<file path="config.mk">
export PLATFORM = sky130hd
export DESIGN_NAME = ifu_ifetch
export DESIGN_NICKNAME = d
export VERILOG_FILES = /design/src/hdl/ifu_pkg.sv /design/src/hdl/ifu_pc_sel_if.sv /design/src/hdl/ifu_branch_predict.sv /design/src/hdl/ifu_fetch_ctrl.sv /design/src/hdl/ifu_ifetch.sv /design/src/hdl/ifu_ir_stage.sv /design/src/hdl/ifu_pc_gen.sv
export SDC_FILE = /design/constraint.sdc
export NUM_CORES = 1
export LEC_CHECK = 0
export BUFFER_PORTS_ARGS = -buffer_cell sky130_fd_sc_hd__buf_4
export CORE_ASPECT_RATIO = 1.4
export CORE_UTILIZATION = 33
export CTS_CLUSTER_SIZE = 10
export DETAILED_ROUTE_END_ITERATION = 16
export PLACE_DENSITY_LB_ADDON = 0.1
export SLEW_MARGIN = 20
export SYNTH_ARGS = -nofsm -noshare
export SYNTH_HDL_FRONTEND = slang
export SYNTH_SLANG_ARGS = --single-unit
</file>
<file path="constraint.sdc">
create_clock -name clk -period 13.2 [get_ports clk]
set_clock_uncertainty 0.15 [all_clocks]
set_input_delay 1.98 -clock clk [delete_from_list [all_inputs] [get_ports clk]]
set_output_delay 1.98 -clock clk [all_outputs]
set_load 0.05 [all_outputs]
</file>
<file path="src/hdl/ifu_pkg.sv">
/*
  Shared types and constants for the fetch stage. RV32 only, aligned 32-bit words,
  no compressed instructions, so the sequential step is always 4 bytes.
*/
package ifu_pkg;

  ////////////////////
  // Widths
  ////////////////////
  localparam int PC_W    = 32;
  localparam int INSTR_W = 32;

  typedef logic [PC_W-1:0]    pc_t;
  typedef logic [INSTR_W-1:0] instr_t;

  // Sequential fetch step in bytes
  localparam pc_t FETCH_INCR = 32'd4;

  ////////////////////
  // Major opcodes
  ////////////////////
  // Unconditional jump with a J immediate
  localparam logic [6:0] OPC_JAL    = 7'b1101111;
  // BEQ, BNE, BLT, BGE, BLTU, BGEU
  localparam logic [6:0] OPC_BRANCH = 7'b1100011;

  ////////////////////
  // IR stage result
  ////////////////////
  // What execute sees for one fetched instruction
  typedef struct packed {
    // Raw instruction word
    instr_t ir;
    // Address it was fetched from
    pc_t    pc;
    // Fetch bus returned an error for this word
    logic   buserr;
    // Static predictor redirected fetch after this word
    logic   prdt_taken;
  } ir_out_t;

endpackage

</file>
<file path="src/hdl/ifu_pc_sel_if.sv">
/*
  Next-PC select lines. Control and predictor drive, the PC generator only reads.
*/
`timescale 1ns/1ps

interface ifu_pc_sel_if;
  import ifu_pkg::*;

  // From fetch control
  logic reset_req;
  logic dly_flush;
  logic pc_ena;

  // From the static predictor
  logic bjp_req;
  pc_t  prdt_op1;
  pc_t  prdt_op2;

  modport ctrl (output reset_req, dly_flush, pc_ena);
  modport bpu  (output bjp_req, prdt_op1, prdt_op2);
  modport pc   (input reset_req, dly_flush, pc_ena, bjp_req, prdt_op1, prdt_op2);

endinterface

</file>
<file path="src/hdl/ifu_branch_predict.sv">
/*
  Static predictor on the returning fetch word. JAL always taken, conditional branch
  taken only when backward. JALR is not predicted and falls through.
*/
`timescale 1ns/1ps

module ifu_branch_predict (
  input  ifu_pkg::instr_t rsp_instr,
  input  logic            rsp_valid,
  input  ifu_pkg::pc_t    pc_r,
  output logic            prdt_taken,
  ifu_pc_sel_if.bpu       sel
);
  import ifu_pkg::*;

  logic dec_jal;
  logic dec_bxx;
  pc_t  imm_j;
  pc_t  imm_b;

  ////////////////////
  // Mini-decode
  ////////////////////
  assign dec_jal = (rsp_instr[6:0] == OPC_JAL);
  assign dec_bxx = (rsp_instr[6:0] == OPC_BRANCH);

  // J immediate, sign bit in instr[31]
  assign imm_j = {{(PC_W-20){rsp_instr[31]}},
                  rsp_instr[19:12],
                  rsp_instr[20],
                  rsp_instr[30:21],
                  1'b0};

  // B immediate
  assign imm_b = {{(PC_W-12){rsp_instr[31]}},
                  rsp_instr[7],
                  rsp_instr[30:25],
                  rsp_instr[11:8],
                  1'b0};

  ////////////////////
  // Taken rule
  ////////////////////
  // Negative offset means a loop back edge
  assign prdt_taken = dec_jal | (dec_bxx & imm_b[PC_W-1]);

  // Only redirect on a real returning word
  assign sel.bjp_req  = prdt_taken & rsp_valid;
  // Target is the PC of this word plus its offset
  assign sel.prdt_op1 = pc_r;
  assign sel.prdt_op2 = dec_jal ? imm_j : imm_b;

endmodule

</file>
<file path="src/hdl/ifu_fetch_ctrl.sv">
/*
  Fetch control flags. Only one fetch may be outstanding at a time.
  A flush is always taken; if the request bus is busy it waits as a delayed flush.
*/
`timescale 1ns/1ps

module ifu_fetch_ctrl (
  input  logic       clk,
  input  logic       rst,
  output logic       req_valid,
  input  logic       req_ready,
  input  logic       rsp_valid,
  output logic       rsp_ready,
  input  logic       flush_req,
  input  logic       halt_req,
  output logic       halt_ack,
  input  logic       ir_ready,
  output logic       ir_load,
  ifu_pc_sel_if.ctrl sel
);

  logic req_hsk;
  logic rsp_hsk;
  logic reset_flag_r;
  logic reset_req_r;
  logic out_flag_r;
  logic out_flag_nxt;
  logic dly_flush_r;
  logic flush_real;
  logic new_req;
  logic new_req_condi;

  assign req_hsk = req_valid & req_ready;
  assign rsp_hsk = rsp_valid & rsp_ready;

  ////////////////////
  // Reset request
  ////////////////////
  // High during reset and for one cycle after
  always_ff @(posedge clk) begin
    reset_flag_r <= rst;
  end

  // Raised once after reset, dropped when the reset vector is requested
  always_ff @(posedge clk) begin
    if (rst) begin
      reset_req_r <= 1'b0;
    end else if (reset_flag_r & ~reset_req_r) begin
      reset_req_r <= 1'b1;
    end else if (reset_req_r & req_hsk) begin
      reset_req_r <= 1'b0;
    end
  end

  ////////////////////
  // Outstanding fetch
  ////////////////////
  // Set wins over clear when a new request goes out as the old one returns
  assign out_flag_nxt = req_hsk | (out_flag_r & ~rsp_hsk);

  always_ff @(posedge clk) begin
    if (rst) out_flag_r <= 1'b0;
    else     out_flag_r <= out_flag_nxt;
  end

  ////////////////////
  // Delayed flush
  ////////////////////
  always_ff @(posedge clk) begin
    if (rst) begin
      dly_flush_r <= 1'b0;
    end else if (flush_req & ~req_hsk) begin
      dly_flush_r <= 1'b1;
    end else if (dly_flush_r & req_hsk) begin
      dly_flush_r <= 1'b0;
    end
  end

  assign flush_real = flush_req | dly_flush_r;

  ////////////////////
  // Halt acknowledge
  ////////////////////
  // Only once nothing is left in flight after this cycle
  always_ff @(posedge clk) begin
    if (rst) begin
      halt_ack <= 1'b0;
    end else if (halt_req & ~halt_ack & ~out_flag_nxt) begin
      halt_ack <= 1'b1;
    end else if (halt_ack & ~halt_req) begin
      halt_ack <= 1'b0;
    end
  end

  ////////////////////
  // Request and response
  ////////////////////
  // No sequential fetch while halted or in the cycle right after reset
  assign new_req       = ~halt_req & ~reset_flag_r;
  // Bus free, or the outstanding fetch ends in this cycle
  assign new_req_condi = ~out_flag_r | rsp_hsk;
  assign req_valid     = (new_req | reset_req_r | flush_real) & new_req_condi;

  // Under flush the word is dropped, else it needs room in the IR and a free request bus
  assign rsp_ready = flush_real ? 1'b1 : (ir_ready & req_ready);
  assign ir_load   = rsp_hsk & ~flush_real;

  assign sel.reset_req = reset_req_r;
  assign sel.dly_flush = dly_flush_r;
  // PC moves on a request or when execute redirects
  assign sel.pc_ena    = req_hsk | flush_req;

  a_req_valid_known: assert property (@(posedge clk) disable iff (rst)
    !$isunknown(req_valid));

  // Once acknowledged, halt keeps the request bus quiet unless execute redirects
  a_halt_no_req: assert property (@(posedge clk) disable iff (rst)
    halt_ack && halt_req && !flush_real |-> !req_valid);

endmodule

</file>
<file path="src/hdl/ifu_ifetch.sv">
/*
  Fetch stage top. One outstanding fetch, flush_ack tied high.
  The flush target is flush_op1 + flush_op2 with bit 0 cleared.
*/
`timescale 1ns/1ps

module ifu_ifetch (
  input  logic            clk,
  input  logic            rst,
  input  ifu_pkg::pc_t    pc_rtvec,
  // Fetch request
  output logic            req_valid,
  input  logic            req_ready,
  output ifu_pkg::pc_t    req_pc,
  // Fetch response
  input  logic            rsp_valid,
  output logic            rsp_ready,
  input  logic            rsp_err,
  input  ifu_pkg::instr_t rsp_instr,
  // Toward execute
  output ifu_pkg::instr_t o_ir,
  output ifu_pkg::pc_t    o_pc,
  output logic            o_pc_vld,
  output logic            o_prdt_taken,
  output logic            o_buserr,
  output logic            o_valid,
  input  logic            o_ready,
  // Flush from execute
  input  logic            flush_req,
  output logic            flush_ack,
  input  ifu_pkg::pc_t    flush_op1,
  input  ifu_pkg::pc_t    flush_op2,
  // Halt
  input  logic            halt_req,
  output logic            halt_ack
);
  import ifu_pkg::*;

  logic    ir_ready;
  logic    ir_load;
  logic    prdt_taken;
  pc_t     pc_r;
  ir_out_t ir_out;

  ifu_pc_sel_if sel_if ();

  // Never stall execute on a flush
  assign flush_ack = 1'b1;

  ifu_fetch_ctrl u_fetch_ctrl (
    .clk       (clk),
    .rst       (rst),
    .req_valid (req_valid),
    .req_ready (req_ready),
    .rsp_valid (rsp_valid),
    .rsp_ready (rsp_ready),
    .flush_req (flush_req),
    .halt_req  (halt_req),
    .halt_ack  (halt_ack),
    .ir_ready  (ir_ready),
    .ir_load   (ir_load),
    .sel       (sel_if.ctrl)
  );

  ifu_branch_predict u_branch_predict (
    .rsp_instr  (rsp_instr),
    .rsp_valid  (rsp_valid),
    .pc_r       (pc_r),
    .prdt_taken (prdt_taken),
    .sel        (sel_if.bpu)
  );

  ifu_pc_gen u_pc_gen (
    .clk       (clk),
    .rst       (rst),
    .pc_rtvec  (pc_rtvec),
    .flush_req (flush_req),
    .flush_op1 (flush_op1),
    .flush_op2 (flush_op2),
    .sel       (sel_if.pc),
    .pc_r      (pc_r),
    .req_pc    (req_pc)
  );

  ifu_ir_stage u_ir_stage (
    .clk        (clk),
    .rst        (rst),
    .ir_load    (ir_load),
    .rsp_instr  (rsp_instr),
    .rsp_err    (rsp_err),
    .prdt_taken (prdt_taken),
    .pc_r       (pc_r),
    .pc_ena     (sel_if.pc_ena),
    .flush_req  (flush_req),
    .o_ready    (o_ready),
    .ir_ready   (ir_ready),
    .o_valid    (o_valid),
    .o_pc_vld   (o_pc_vld),
    .ir_out     (ir_out)
  );

  // Split the IR result into plain ports
  assign o_ir         = ir_out.ir;
  assign o_pc         = ir_out.pc;
  assign o_buserr     = ir_out.buserr;
  assign o_prdt_taken = ir_out.prdt_taken;

endmodule

</file>
<file path="src/hdl/ifu_ir_stage.sv">
/*
  Instruction register toward execute. Holds one word; fields stay put while stalled.
  The PC field is loaded together with the word it belongs to.
*/
`timescale 1ns/1ps

module ifu_ir_stage (
  input  logic             clk,
  input  logic             rst,
  input  logic             ir_load,
  input  ifu_pkg::instr_t  rsp_instr,
  input  logic             rsp_err,
  input  logic             prdt_taken,
  input  ifu_pkg::pc_t     pc_r,
  input  logic             pc_ena,
  input  logic             flush_req,
  input  logic             o_ready,
  output logic             ir_ready,
  output logic             o_valid,
  output logic             o_pc_vld,
  output ifu_pkg::ir_out_t ir_out
);

  logic valid_clr;
  logic pc_vld_set;
  logic pc_newpend_r;

  // Taken by execute, or killed by a flush while full
  assign valid_clr  = (o_valid & o_ready) | (flush_req & o_valid);
  // Empty or emptying in this cycle
  assign ir_ready   = ~o_valid | valid_clr;
  assign pc_vld_set = pc_newpend_r & ir_load;

  ////////////////////
  // Control flags
  ////////////////////
  always_ff @(posedge clk) begin
    if (rst) begin
      o_valid  <= 1'b0;
      o_pc_vld <= 1'b0;
    end else begin
      if (ir_load)        o_valid <= 1'b1;
      else if (valid_clr) o_valid <= 1'b0;
      if (pc_vld_set)     o_pc_vld <= 1'b1;
      else if (valid_clr) o_pc_vld <= 1'b0;
    end
  end

  // A PC was loaded that the IR has not picked up yet
  always_ff @(posedge clk) begin
    if (rst)             pc_newpend_r <= 1'b0;
    else if (pc_ena)     pc_newpend_r <= 1'b1;
    else if (pc_vld_set) pc_newpend_r <= 1'b0;
  end

  ////////////////////
  // Payload
  ////////////////////
  always_ff @(posedge clk) begin
    if (ir_load) begin
      ir_out.ir         <= rsp_instr;
      ir_out.buserr     <= rsp_err;
      ir_out.prdt_taken <= prdt_taken;
    end
    if (pc_vld_set) ir_out.pc <= pc_r;
  end

  a_ir_stall_stable: assert property (@(posedge clk) disable iff (rst)
    o_valid && !o_ready && !flush_req |=> o_valid && $stable(ir_out));

endmodule

</file>
<file path="src/hdl/ifu_pc_gen.sv">
/*
  PC register and next-PC adder. Bit 0 of the result is always cleared.
*/
`timescale 1ns/1ps

module ifu_pc_gen (
  input  logic         clk,
  input  logic         rst,
  input  ifu_pkg::pc_t pc_rtvec,
  input  logic         flush_req,
  input  ifu_pkg::pc_t flush_op1,
  input  ifu_pkg::pc_t flush_op2,
  ifu_pc_sel_if.pc     sel,
  output ifu_pkg::pc_t pc_r,
  output ifu_pkg::pc_t req_pc
);
  import ifu_pkg::*;

  pc_t add_op1;
  pc_t add_op2;
  pc_t pc_sum;

  ////////////////////
  // Operand select
  ////////////////////
  always_comb begin
    if (flush_req) begin
      add_op1 = flush_op1;
      add_op2 = flush_op2;
    end else if (sel.dly_flush) begin
      // pc_r already holds the flush target
      add_op1 = pc_r;
      add_op2 = '0;
    end else if (sel.bjp_req) begin
      add_op1 = sel.prdt_op1;
      add_op2 = sel.prdt_op2;
    end else if (sel.reset_req) begin
      add_op1 = pc_rtvec;
      add_op2 = '0;
    end else begin
      add_op1 = pc_r;
      add_op2 = FETCH_INCR;
    end
  end

  // One shared adder for every source
  assign pc_sum = add_op1 + add_op2;
  assign req_pc = {pc_sum[PC_W-1:1], 1'b0};

  always_ff @(posedge clk) begin
    if (rst)             pc_r <= '0;
    else if (sel.pc_ena) pc_r <= req_pc;
  end

endmodule

</file>
Word level (Yosys, flattened, before mapping). Cells that the tools add are included.

Output and inout port bits: 104. Memories: 0. Bits in writable memories: 0. Input port bits: 136. Bits in latches: 0. Register bits: 104. Word-level logic and storage cells: 81. Memory bits (read-only): 0.

Divide/modulo/power cells: 0. $add $sub $neg: 1. Bitwise gates (word level): 38. Reduce and logical (&&, ||, !) cells: 6. Shift operators: 0. $lt $le $gt $ge: 0. $mul: 0. Mux-type cells: 21. Eq/ne operators: 2.

Operators with widths (count): 2-to-1 mux 32 bit (7); adder 32 bit (1); 2-to-1 mux 20 bit (1); AND 1 bit (19); equality test 7 bit (second input constant) (2); 2-to-1 mux 1 bit (12); nonzero test 2 bit (6); inverter 1 bit (10); OR 1 bit (9); 2-to-1 mux 3 bit (1).

Longest topological paths before layout. Gate-level depths: netlist of the first run.

Depth in word-level cells: 13. Mapped depth: 18. Depth with buffers taken out: 16.

By module. From an unflattened synthesis of the first run, not the netlist that was laid out.

Cells, all modules: 814. Area total of the unflattened synthesis: 7076.8 um^2.

By module, submodules not included: ifu_pc_gen (seq. area each 620.6 um^2, cells each 634, area an instance 4134.0 um^2, instances 1); ifu_ir_stage (seq. area each 2042.0 um^2, cells each 79, area an instance 2105.8 um^2, instances 1); ifu_branch_predict (seq. area each 0.0 um^2, cells each 74, area an instance 586.8 um^2, instances 1); ifu_fetch_ctrl (seq. area each 100.1 um^2, cells each 25, area an instance 239.0 um^2, instances 1); ifu_ifetch (seq. area each 0.0 um^2, cells each 2, area an instance 11.3 um^2, instances 1).

Worst setup path before layout of the first run. Ideal clock, no wire load.

Path kind: input -> output. Start point: input rsp_instr[2]. End point: output req_pc[31]. Data arrival time: 6.005 ns. Path buffers: 2. Stages: 17. Setup slack: 5.065 ns. Required time: 11.070 ns. Cells stage by stage: or3b_1 a211oi_2 nand2_1 nand3b_1 buf_2 mux2i_1 o21ai_0 ha_1 clkdlybuf4s15_1 a21oi_1 o211ai_1 a21bo_2 a211oi_1 a22oi_1 a21bo_2 o211ai_1 xnor2_1.

Longest elaborated chain between the ends: 8. Elaborated cells between the ends (all ways): 13. Classes of those cells: add/sub (1); eq/ne (2); mux (7); bitwise (3).

RTL lines: start: declaration (line ifu_ifetch.sv:19) `input ifu_pkg::instr_t rsp_instr,`; equality test 7 bit (line ifu_branch_predict.sv:25) `assign dec_bxx = (rsp_instr[6:0] == OPC_BRANCH);`; AND 1 bit (line ifu_branch_predict.sv:45) `assign prdt_taken = dec_jal | (dec_bxx & imm_b[PC_W-1]);`; OR 1 bit (*) (line ifu_branch_predict.sv:45); net prdt_taken (line ifu_ifetch.sv:41) `logic prdt_taken;`; AND 1 bit (*) (line ifu_branch_predict.sv:48) `assign sel.bjp_req = prdt_taken & rsp_valid;`; 2-to-1 mux 32 bit (line ifu_pc_gen.sv:34) `end else if (sel.bjp_req) begin`; 2-to-1 mux 32 bit (line ifu_pc_gen.sv:30) `end else if (sel.dly_flush) begin`; 2-to-1 mux 32 bit (line ifu_pc_gen.sv:27) `if (flush_req) begin`; adder 32 bit (*) (line ifu_pc_gen.sv:47) `assign pc_sum = add_op1 + add_op2;`; end: declaration (line ifu_ifetch.sv:14) `output ifu_pkg::pc_t req_pc,`.

Mark *: on every way through the listed nets, which the timed path passes. The rest lies on a longest branch.

Worst setup path in the final report of the first run.
Start point: input rsp_instr[2]. End point: output req_pc[30].

The elaborated chain is that of the path after synthesis.

==> metrics.yaml, run 1 <==
setup_path:
  endpoint_kind: "output port"
  cpPeakStageDelay_ps: 460
  crit_top_cell: "buf_4"
  cp_data_arrival_time_ps: 6500
  start_kind: "input pin"
  cp.required_ps: 11070
  worstPathCellList: "buf_4, or3b_1, a211oi_2, nand2_1, nand3b_1, buf_4, mux2i_1, o21ai_0, ha_1, a21o_1, nand4_1, a2111oi_4, o21ai_2, a311oi_4, a31oi_4, nor2_1, nor3_1, nor2_1, buf_4"
  crit_family: "compound AO/OA/AOI/OAI gates"
  slowest_stage: "a2111oi_4"
  crit_buf_inv: 3
  worstSetupPathType: "in -> out"
  crit_fanout: 17
final_layout:
  drive_gt1_frac: 0.320
  multi_input_area_mm2: 0.00324
  syn2layout_area_growth_pct: 36.4
  finalNonFillerCells: 1120
  final_util: 0.464
  num_antenna_cells: 0
  layout_commonest_cell: "buf_4"
  regArea_mm2: 0.00273
  nets: 1042
  final_cell_area_mm2: 0.00842
  layout_common_cells: "buf_4 (241), nand2_1 (132), edfxtp_1 (65), a21oi_1 (64), o21ai_0 (55)"
  nFillCells: 1791
clock_network:
  clkLatencyLatePin_ps: 360
  clkSinkCount: 104
  cts_tree: "yes"
  cts_hold_buffers: 0
  numCtsBuffers: 9
  root_buffer: "clkbuf_16"
  clkTransAtPathRegs_ps: 70
  cts_resized: 0
  htreeDepth: 3
  cts.path.max_buffers: 2
  cts_setup_buffers: 0
logic_synthesis:
  yosysWarnings: 0
  yosysSeqAreaShare: 0.443
  netlist_area_mm2: 0.00617
  ys_ff_latch: 104
  synth_cells: 658
  async_reset_ff_frac: 0
  synth-edff-count: 65
  synth_area_per_cell_um2: 9.38
  yosys.cell_types.count: 61
  synth_flop_cell: "edfxtp_1"
run_status:
  status: "finished, final reports clean"
global_routing:
  grt_pass1_vias: 5668
  grt_max_degree: 51
  track_usage: 0.203
  grt_pass1_wl_mm: 30.0
  antenna_found_initial: 0
  grt-ovfl-total: 0
power_and_ir_drop:
  switching_power_mw: 0.389
  p_int_mw: 0.651
  p_clk_frac: 0.264
  power_frac_comb: 0.370
  peakVddDrop_mv: 0.0718
  power_mw: 1.04
  p_per_area_mw_per_mm2: 124
  p_leak_nw: 3.75
  swShare: 0.374
  p_seq_frac: 0.366
routing:
  num_vias: 5571
  via_per_inst: 4.97
  wire_per_inst_um: 17.4
  drc: 0
  ant_nets: 0
  drt-total-wl_mm: 19.4
  drt-pass1-iter-count: 4
  drtIter0Drc: 232
sta:
  relSlewSlack: 0.358
  slew_viol_final: 0
  final_hold_viol_count: 0
  layout_setup_ws_ps: 4570
  setup_viol: 0
  tns_ps: 0
  fin_crit_ps: 8630
  fin_crit_sh: 0.654
  fin_hold_ws_ps: 307
  rsz0062_at_grt: "false"
  fmax_mhz: 116
  tightest_slew_ps: 961
placement:
  post-place-cells: 1104
  portBuffers: 235
  placed_cell_area_mm2: 0.00812
  place.gp.congestion: 0.860
  dp_worst_setup_slack_ps: 4570
  hpwl_mm: 15.0
die:
  start_util: 0.340
  die_w_um: 118
  num_rows: 58
  design.core.area_mm2: 0.0181
  pin_count: 240
  fp.dieH_um: 164
  dieArea_mm2: 0.0193
flow_run:
  maxCapViolCount: 0
worst_hold_path:
  hold_class: "reg -> reg"
-- power by group through the flow --
stage	Sequential, mW	Combinational (mW)	Clock [mW]
floorplan	0.402	0.246	0
global placement	0.388	0.384	0
detailed placement	0.388	0.387	0
CTS	0.381	0.388	0.283
global route	0.383	0.413	0.293
finish	0.381	0.385	0.275
-- routing by layer --
layer,part of all wire,GRT usage
met3,0.054,0.0354
met5,0,0
met4,0.015,0.0740
met1,0.41,0.232
met2,0.52,0.377
-- synthesized netlist by cell type (all sizes together), types with 2 or more instances --
library cell / instances / area, um2
nand2: 132 / 495
a21oi: 67 / 350
edfxtp: 65 / 1950
o21ai: 58 / 294
dfxtp: 39 / 781
mux2i: 35 / 350
nor2: 32 / 120
ha: 30 / 375
clkbuf: 27 / 124
xnor2: 20 / 175
a21o: 15 / 118
a22o: 10 / 87.6
inv: 10 / 37.5
nand3: 10 / 50.1
xor2: 10 / 95.1
buf: 8 / 53.8
nor3: 8 / 40.0
o21a: 8 / 60.1
nand4: 7 / 43.8
nor2b: 6 / 37.5
o21bai: 6 / 45.0
a211oi: 5 / 42.5
and3: 5 / 36.3
o211ai: 5 / 37.5
a31oi: 4 / 40.0
and2: 4 / 25.0
nand3b: 4 / 30.0
a31o: 3 / 26.3
and4: 3 / 27.5
a21bo: 2 / 20.0
a311oi: 2 / 35.0
conb: 2 / 7.51
nand4b: 2 / 17.5
nor3b: 2 / 15.0
or4: 2 / 15.0
-- worst paths after layout --
path	start	end	slack [ps]	cells after the start
max	rsp_instr[2]	req_pc[30]	4570	19
min	u_pc_gen.pc_r[7]$_SDFFE_PP0P_	u_ir_stage.ir_out[9]$_DFFE_PP_	310	0
min reg2reg	u_pc_gen.pc_r[7]$_SDFFE_PP0P_	u_ir_stage.ir_out[9]$_DFFE_PP_	310	0
max reg2reg	u_fetch_ctrl.sel.dly_flush$_SDFFE_PP0P_	u_pc_gen.pc_r[26]$_SDFFE_PP0P_	8870	14
-- final cells by class --
| cell class | instances | share of cell area |
|---|---|---|
| repair buffers | 241 | 0.215 |
| multi-input cells | 509 | 0.385 |
| clock buffers | 10 | 0.0272 |
| inverters | 10 | 0.00446 |
| well taps | 240 | 0.0357 |
| clock inverters | 6 | 0.00817 |
| flip-flops and latches | 104 | 0.325 |
-- flip-flops by register name, indices dropped and copies added (netlist names) --
signal	cells
u_fetch_ctrl.reset_flag_r	1
u_fetch_ctrl.sel.dly_flush	1
u_fetch_ctrl.halt_ack	1
u_pc_gen.pc_r	31
u_ir_stage.pc_newpend_r	1
u_fetch_ctrl.out_flag_r	1
u_ir_stage.o_valid	1
u_ir_stage.ir_out	65
u_fetch_ctrl.sel.reset_req	1
u_ir_stage.o_pc_vld	1
-- logic make-up (layout without fill, tap and decap cells) --
group / after synthesis / after routing / synth area share
buffers and inverters: 46 / 267 / 0.0365
DFF: 104 / 104 / 0.443
xor gates and xnor gates: 30 / 30 / 0.0438
other: 2 / 3 / 0.00122
and+or+nand+nor: 221 / 221 / 0.159
muxes: 35 / 35 / 0.0568
adders and majority gates: 31 / 31 / 0.0641
AOI/OAI and AO/OA: 189 / 189 / 0.196
No activity file was read; power rests on OpenSTA's default activity.
==> inputs of run 2 (changes only) <==
--- a/config.mk
+++ b/config.mk
@@ -5,6 +5,7 @@
 export SDC_FILE = /design/constraint.sdc
 export NUM_CORES = 1
 export LEC_CHECK = 0
+export ABC_AREA = 1
 export BUFFER_PORTS_ARGS = -buffer_cell sky130_fd_sc_hd__buf_4
 export CORE_ASPECT_RATIO = 1.4
 export CORE_UTILIZATION = 33
==> constraint.sdc (replaced) <==
create_clock -name clk -period 8.5 [get_ports clk]
set_clock_uncertainty 0.15 [all_clocks]
set_input_delay 1.275 -clock clk [delete_from_list [all_inputs] [get_ports clk]]
set_output_delay 1.275 -clock clk [all_outputs]
set_load 0.05 [all_outputs]
==> metrics.yaml, run 2 <==
logic_synthesis:
  yosysTopAreaCellShare: 0.291  # -0.0250
  synth_cells: 878  # +33%
  synth_area_leaders: "edfxtp_1 (29%), dfxtp_1 (12%), nand2_1 (12%), inv_1 (7.0%), o21ai_0 (6.4%)"
  netlist_area_mm2: 0.00670  # +8.6%
  synth_common_cells: "nand2_1 (208), inv_1 (125), o21ai_0 (86), nor2_1 (68), edfxtp_1 (65)"
  synth_flop_cell: "edfxtp_1"
  yosysWarnings: 0  # unchanged
  yosysMostFrequentCell: "nand2_1"
  yosys.area.top_type: "edfxtp_1"
  yosysSeqAreaShare: 0.408  # -0.0350
  synth_area_per_cell_um2: 7.63  # -19%
  ys_ff_latch: 104  # unchanged
  yosys.cell_types.count: 44  # -28%
  synth-edff-count: 65  # unchanged
  async_reset_ff_frac: 0  # unchanged
placement:
  portBuffers: 235  # unchanged
  place.gp.congestion: 0.881  # +2.3%
  dp_worst_setup_slack_ps: 1600  # -2970 ps
  hpwl_mm: 19.9  # +32%
  placed_cell_area_mm2: 0.00863  # +6.2%
routing:
  drtIter0Drc: 364  # +57%
  via_per_inst: 4.92  # -1.2%
  drt-total-wl_mm: 24.5  # +26%
  num_vias: 6651  # +19%
  drc: 0  # unchanged
  wire_per_inst_um: 18.1  # +4.5%
  ant_nets: 0  # unchanged
  drt-pass1-iter-count: 6  # +2
global_routing:
  grt_pass1_vias: 6448  # +14%
  grt-ovfl-total: 0  # unchanged
  grt_pass1_wl_mm: 36.3  # +21%
  track_usage: 0.238  # +0.0355
  antenna_found_initial: 0  # unchanged
  grt_max_degree: 39  # -24%
sta:
  final_hold_viol_count: 0  # unchanged
  fmax_mhz: 146
  tns_ps: 0  # unchanged
  tightest_slew_ps: 1060  # +104 ps
  setup_viol: 0  # unchanged
  relSlewSlack: 0.290  # -0.0683
  fin_crit_ps: 6840
  slew_viol_final: 0  # unchanged
  fin_crit_sh: 0.805
  layout_setup_ws_ps: 1660  # -2920 ps
  rsz0062_at_grt: "false"
setup_path:
  cp_data_arrival_time_ps: 5420  # -1080 ps
  crit_fanout: 34  # +17
  endpoint_kind: "output port"
  crit_top_cell: "nand2_1"
  cp.required_ps: 7070  # -4000 ps
  cpPeakStageDelay_ps: 600  # +140 ps
  start_kind: "input pin"
  slowest_stage: "inv_2"
  worstSetupPathType: "in -> out"
  worstPathCellList: "buf_4, nand2_1, nor2_1, nand2_2, nand2_2, nand2_2, nand3_4, inv_2, nand2_1, o211ai_1, o21ai_0, inv_1, ha_1, a21oi_1, o21ai_0, a21oi_1, inv_1, nand2_1, nand2_1, nand2_1, nand2_1, xor2_1, inv_1, buf_4"
power_and_ir_drop:
  p_leak_nw: 4.38  # +17%
  p_per_area_mw_per_mm2: 199  # +61%
  power_mw: 1.77  # +70%
  peakVddDrop_mv: 0.131  # +82%
clock_network:
  cts_resized: 0  # unchanged
  htreeDepth: 3  # unchanged
  clkSinkCount: 104  # unchanged
  cts_tree: "yes"
  cts.path.max_buffers: 2  # unchanged
  root_buffer: "clkbuf_16"
  clkTransAtPathRegs_ps: 80  # about the same
  cts_setup_buffers: 0  # unchanged
  clkLatencyLatePin_ps: 360  # about the same
  numCtsBuffers: 9  # unchanged
  cts_hold_buffers: 0  # unchanged
run_status:
  status: "finished, final reports clean"
final_layout:
  layout_commonest_cell: "buf_4"
  layout_common_cells: "buf_4 (239), nand2_1 (208), inv_1 (125), o21ai_0 (86), nor2_1 (67)"
  largest_register_ffs: 65  # unchanged
  final_util: 0.449  # -0.0151
  largest-register: "u_ir_stage.ir_out"
  top_regs: "u_ir_stage.ir_out (65), u_pc_gen.pc_r (31)"
  final_cell_area_mm2: 0.00891  # +5.8%
  nFillCells: 2157  # +20%
  nets: 1263  # +21%
  num_antenna_cells: 0  # unchanged
  syn2layout_area_growth_pct: 33.0
  drive_gt1_frac: 0.250  # -0.0707
die:
  die_w_um: 122  # +4.1%
  start_util: 0.338  # -0.00250
  pin_count: 240  # unchanged
  design.core.area_mm2: 0.0198  # +9.4%
  fp.dieH_um: 171  # +4.1%
  dieArea_mm2: 0.0209  # +8.4%
  num_rows: 61  # +5.2%
flow_run:
  maxCapViolCount: 0  # unchanged
worst_hold_path:
  hold_class: "reg -> reg"
-- run 2: critical path: cells and delay by family --
kind                     cells  cell delay [ps]
AO/OA/AOI/OAI                5              950
buffers and inverters        6             1180
adder cells (fa/ha/maj)      1              280
XOR/XNOR                     1              320
AND/OR/NAND/NOR             11             1390
-- run 2: cell type report --
cell class                      count  area [um2]  share of cell area
Sequential cell                   104        2730               0.307
Tap cell                          252         315              0.0354
Clock buffer                       10         229              0.0257
Inverter                          129         492              0.0552
Timing Repair Buffer              239        1790               0.201
Clock inverter                      6        52.6             0.00590
Multi-Input combinational cell    613        3290               0.370
-- run 2: per-stage QoR --
step | instances | hold WS [ps]
2_1_floorplan | 879 | 258
3_3_place_gp | 1337 | 270
3_5_place_dp | 1337 | 264
4_1_cts | 1353 | 282
5_1_grt | 1353 | 297
6_report | 1353 | 286
-- run 2: logic make-up (layout without fill, tap and decap cells) --
family,count (synthesis),count (layout),synth area share
AOI/OAI and AO/OA,198,198,0.179
and+or+nand+nor,361,361,0.226
buffers and inverters,162,384,0.102
xor gates and xnor gates,20,20,0.0261
adders and majority gates,31,31,0.0590
other,2,3,0.00112
DFF,104,104,0.408
-- run 2: layer usage --
layer	vias up	routed length, um	track usage
met5	-	0	0
met3	28	1250	0.0407
met2	201	13300	0.452
met1	3062	9220	0.258
li1	3360	-	-
met4	0	742	0.0885
-- run 2: final timing paths --
path                                                               from                             end  slack (ps)  depth (start not counted)
worst max register to register  u_fetch_ctrl.sel.dly_flush$_SDFFE_PP0P_  u_pc_gen.pc_r[28]$_SDFFE_PP0P_        4480                         20
worst min-delay path                      u_pc_gen.pc_r[3]$_SDFFE_PP0P_  u_ir_stage.ir_out[5]$_DFFE_PP_         290                          0
worst min register to register            u_pc_gen.pc_r[3]$_SDFFE_PP0P_  u_ir_stage.ir_out[5]$_DFFE_PP_         290                          0
worst max-delay path                                       rsp_instr[1]                      req_pc[16]        1660                         24
-- run 2: power by group --
part	internal, mW	leakage, nW	total (mW)	switching (mW)
sequential	0.581	0.924	0.606	0.0249
clock	0.204	0.137	0.408	0.205
combinational	0.231	3.32	0.756	0.525
==> inputs of run 3 (changes only) <==
==> constraint.sdc (replaced) <==
create_clock -name clk -period 7.15 [get_ports clk]
set_clock_uncertainty 0.15 [all_clocks]
set_input_delay 1.0725 -clock clk [delete_from_list [all_inputs] [get_ports clk]]
set_output_delay 1.0725 -clock clk [all_outputs]
set_load 0.05 [all_outputs]
==> metrics.yaml, run 3 (synthesized netlist as in run 2, its figures left out) <==
run_status:
  status: "finished, final reports clean"
power_and_ir_drop:
  p_per_area_mw_per_mm2: 236  # +19%
  power_mw: 2.11  # +19%
  p_leak_nw: 4.39  # +0.27%
  peakVddDrop_mv: 0.140  # +7.2%
clock_network:
  root_buffer: "clkbuf_16"
  clkSinkCount: 104  # unchanged
  cts.path.max_buffers: 2  # unchanged
  clkTransAtPathRegs_ps: 70  # about the same
  numCtsBuffers: 9  # unchanged
  clkLatencyLatePin_ps: 360  # about the same
  cts_resized: 0  # unchanged
  cts_hold_buffers: 0  # unchanged
  cts_tree: "yes"
  cts_setup_buffers: 0  # unchanged
  htreeDepth: 3  # unchanged
final_layout:
  top_regs: "u_ir_stage.ir_out (65), u_pc_gen.pc_r (31)"
  drive_gt1_frac: 0.251  # +0.00136
  layout_commonest_cell: "buf_4"
  nets: 1265  # +0.16%
  final_util: 0.450  # +0.000694
  num_antenna_cells: 0  # unchanged
  layout_common_cells: "buf_4 (241), nand2_1 (208), inv_1 (125), o21ai_0 (86), nor2_1 (67)"
  syn2layout_area_growth_pct: 33.2
  largest_register_ffs: 65  # unchanged
  largest-register: "u_ir_stage.ir_out"
  finalNonFillerCells: 1355  # +0.15%
sta:
  rsz0062_at_grt: "false"
  final_hold_viol_count: 0  # unchanged
  slew_viol_final: 0  # unchanged
  setup_viol: 0  # unchanged
  fmax_mhz: 165
  fin_crit_ps: 6070
  tns_ps: 0  # unchanged
  relSlewSlack: 0.302  # +0.0124
  fin_hold_ws_ps: 287  # +1.55 ps
  tightest_slew_ps: 1050  # -18.5 ps
  fin_crit_sh: 0.849
global_routing:
  grt-ovfl-total: 0  # unchanged
  grt_pass1_wl_mm: 36.1  # -0.47%
  grt_max_degree: 39  # unchanged
  grt_pass1_vias: 6501  # +0.82%
  track_usage: 0.237  # -0.00129
  antenna_found_initial: 0  # unchanged
setup_path:
  cp_data_arrival_time_ps: 4850  # -570 ps
  worstPathCellList: "buf_4, nand2_1, nor2_1, nand2_2, nand2_2, nand2_2, nand3_4, inv_2, o211ai_1, o21ai_0, inv_1, ha_1, a21oi_1, o21ai_0, a21oi_1, inv_1, nand2_1, nand2_1, nand2_1, nand2_1, xor2_1, inv_1, buf_4"
  crit_top_cell: "nand2_1"
  cpPeakStageDelay_ps: 460  # -140 ps
  endpoint_kind: "output port"
  slowest_stage: "inv_2"
  cp.required_ps: 5930  # -1140 ps
  crit_fanout: 34  # unchanged
  crit_buf_inv: 6  # unchanged
  start_kind: "input pin"
  crit_family: "buffers and inverters"
  worstSetupPathType: "in -> out"
die:
  die_w_um: 122  # unchanged
  dieArea_mm2: 0.0209  # unchanged
  design.core.area_mm2: 0.0198  # unchanged
  start_util: 0.338  # unchanged
  num_rows: 61  # unchanged
  fp.dieH_um: 171  # unchanged
  pin_count: 240  # unchanged
routing:
  drtIter0Drc: 405  # +11%
  num_vias: 6621  # -0.45%
  drt-pass1-iter-count: 5  # -1
  via_per_inst: 4.89  # -0.60%
  ant_nets: 0  # unchanged
  drc: 0  # unchanged
  wire_per_inst_um: 18.2  # +0.13%
  drt-total-wl_mm: 24.6  # +0.28%
placement:
  hpwl_mm: 19.9  # +0.42%
  portBuffers: 235  # unchanged
  place.gp.congestion: 0.881  # about the same
  post-place-cells: 1339  # +0.15%
worst_hold_path:
  hold_class: "reg -> reg"
flow_run:
  maxCapViolCount: 0  # unchanged
-- run 3: cell types whose count changed in the layout (fill, tap and decap cells not counted) --
cell	before	now
buf_4	239	241
clkinv_4	0	2
clkinv_8	1	0
clkinvlp_4	1	0
inv_4	1	0
inv_8	1	2
-- run 3: worst reg2reg max path: cells and delay by family, from the launching register on --
| kind | cells | cell delay (ps) |
|---|---|---|
| adders and majority gates | 1 | 360 |
| DFF | 1 | 330 |
| and+or+nand+nor | 5 | 430 |
| buffers and inverters | 4 | 790 |
| AOI/OAI and AO/OA | 6 | 1150 |
| xor gates and xnor gates | 1 | 340 |
-- run 3: metrics by stage --
stage	setup WS [ps]	instance area, um2
2_1_floorplan	1860	6700
3_3_place_gp	1110	8640
3_5_place_dp	1090	8640
4_1_cts	1090	8920
5_1_grt	827	8920
6_report	1080	8920
-- run 3: area by class of cell --
| cell class | instances | area, um2 |
|---|---|---|
| fillers | 2113 | 10900 |
| multi-input cells | 613 | 3290 |
| flip-flops and latches | 104 | 2730 |
| repair buffers | 241 | 1810 |
| inverters | 129 | 492 |
| well taps | 252 | 315 |
| clock buffers | 10 | 229 |
| clock inverters | 6 | 51.3 |
-- run 3: where the power goes --
| part | leakage (nW) | switching, mW | internal [mW] | total, mW |
|---|---|---|---|---|
| Clock | 0.139 | 0.242 | 0.243 | 0.484 |
| Combinational | 3.33 | 0.626 | 0.275 | 0.902 |
| Sequential | 0.924 | 0.0291 | 0.691 | 0.720 |
-- run 3: per-layer routing --
| metal | wire (um) | up-vias | track usage |
|---|---|---|---|
| met5 | 0 | - | 0 |
| met2 | 13300 | 211 | 0.452 |
| li1 | - | 3366 | - |
| met4 | 775 | 0 | 0.0997 |
| met1 | 9180 | 3015 | 0.250 |
| met3 | 1390 | 29 | 0.0397 |
-- run 3: path summary, 6_finish.rpt --
| check | slack, ps | start | to | cells past startpoint |
|---|---|---|---|---|
| worst max-delay path | 1080 | rsp_instr[1] | req_pc[16] | 23 |
| worst min-delay path | 290 | u_pc_gen.pc_r[5]$_SDFFE_PP0P_ | u_ir_stage.ir_out[7]$_DFFE_PP_ | 0 |
| worst max register to register | 3480 | u_fetch_ctrl.sel.dly_flush$_SDFFE_PP0P_ | u_pc_gen.pc_r[16]$_SDFFE_PP0P_ | 17 |
| worst min register to register | 290 | u_pc_gen.pc_r[5]$_SDFFE_PP0P_ | u_ir_stage.ir_out[7]$_DFFE_PP_ | 0 |
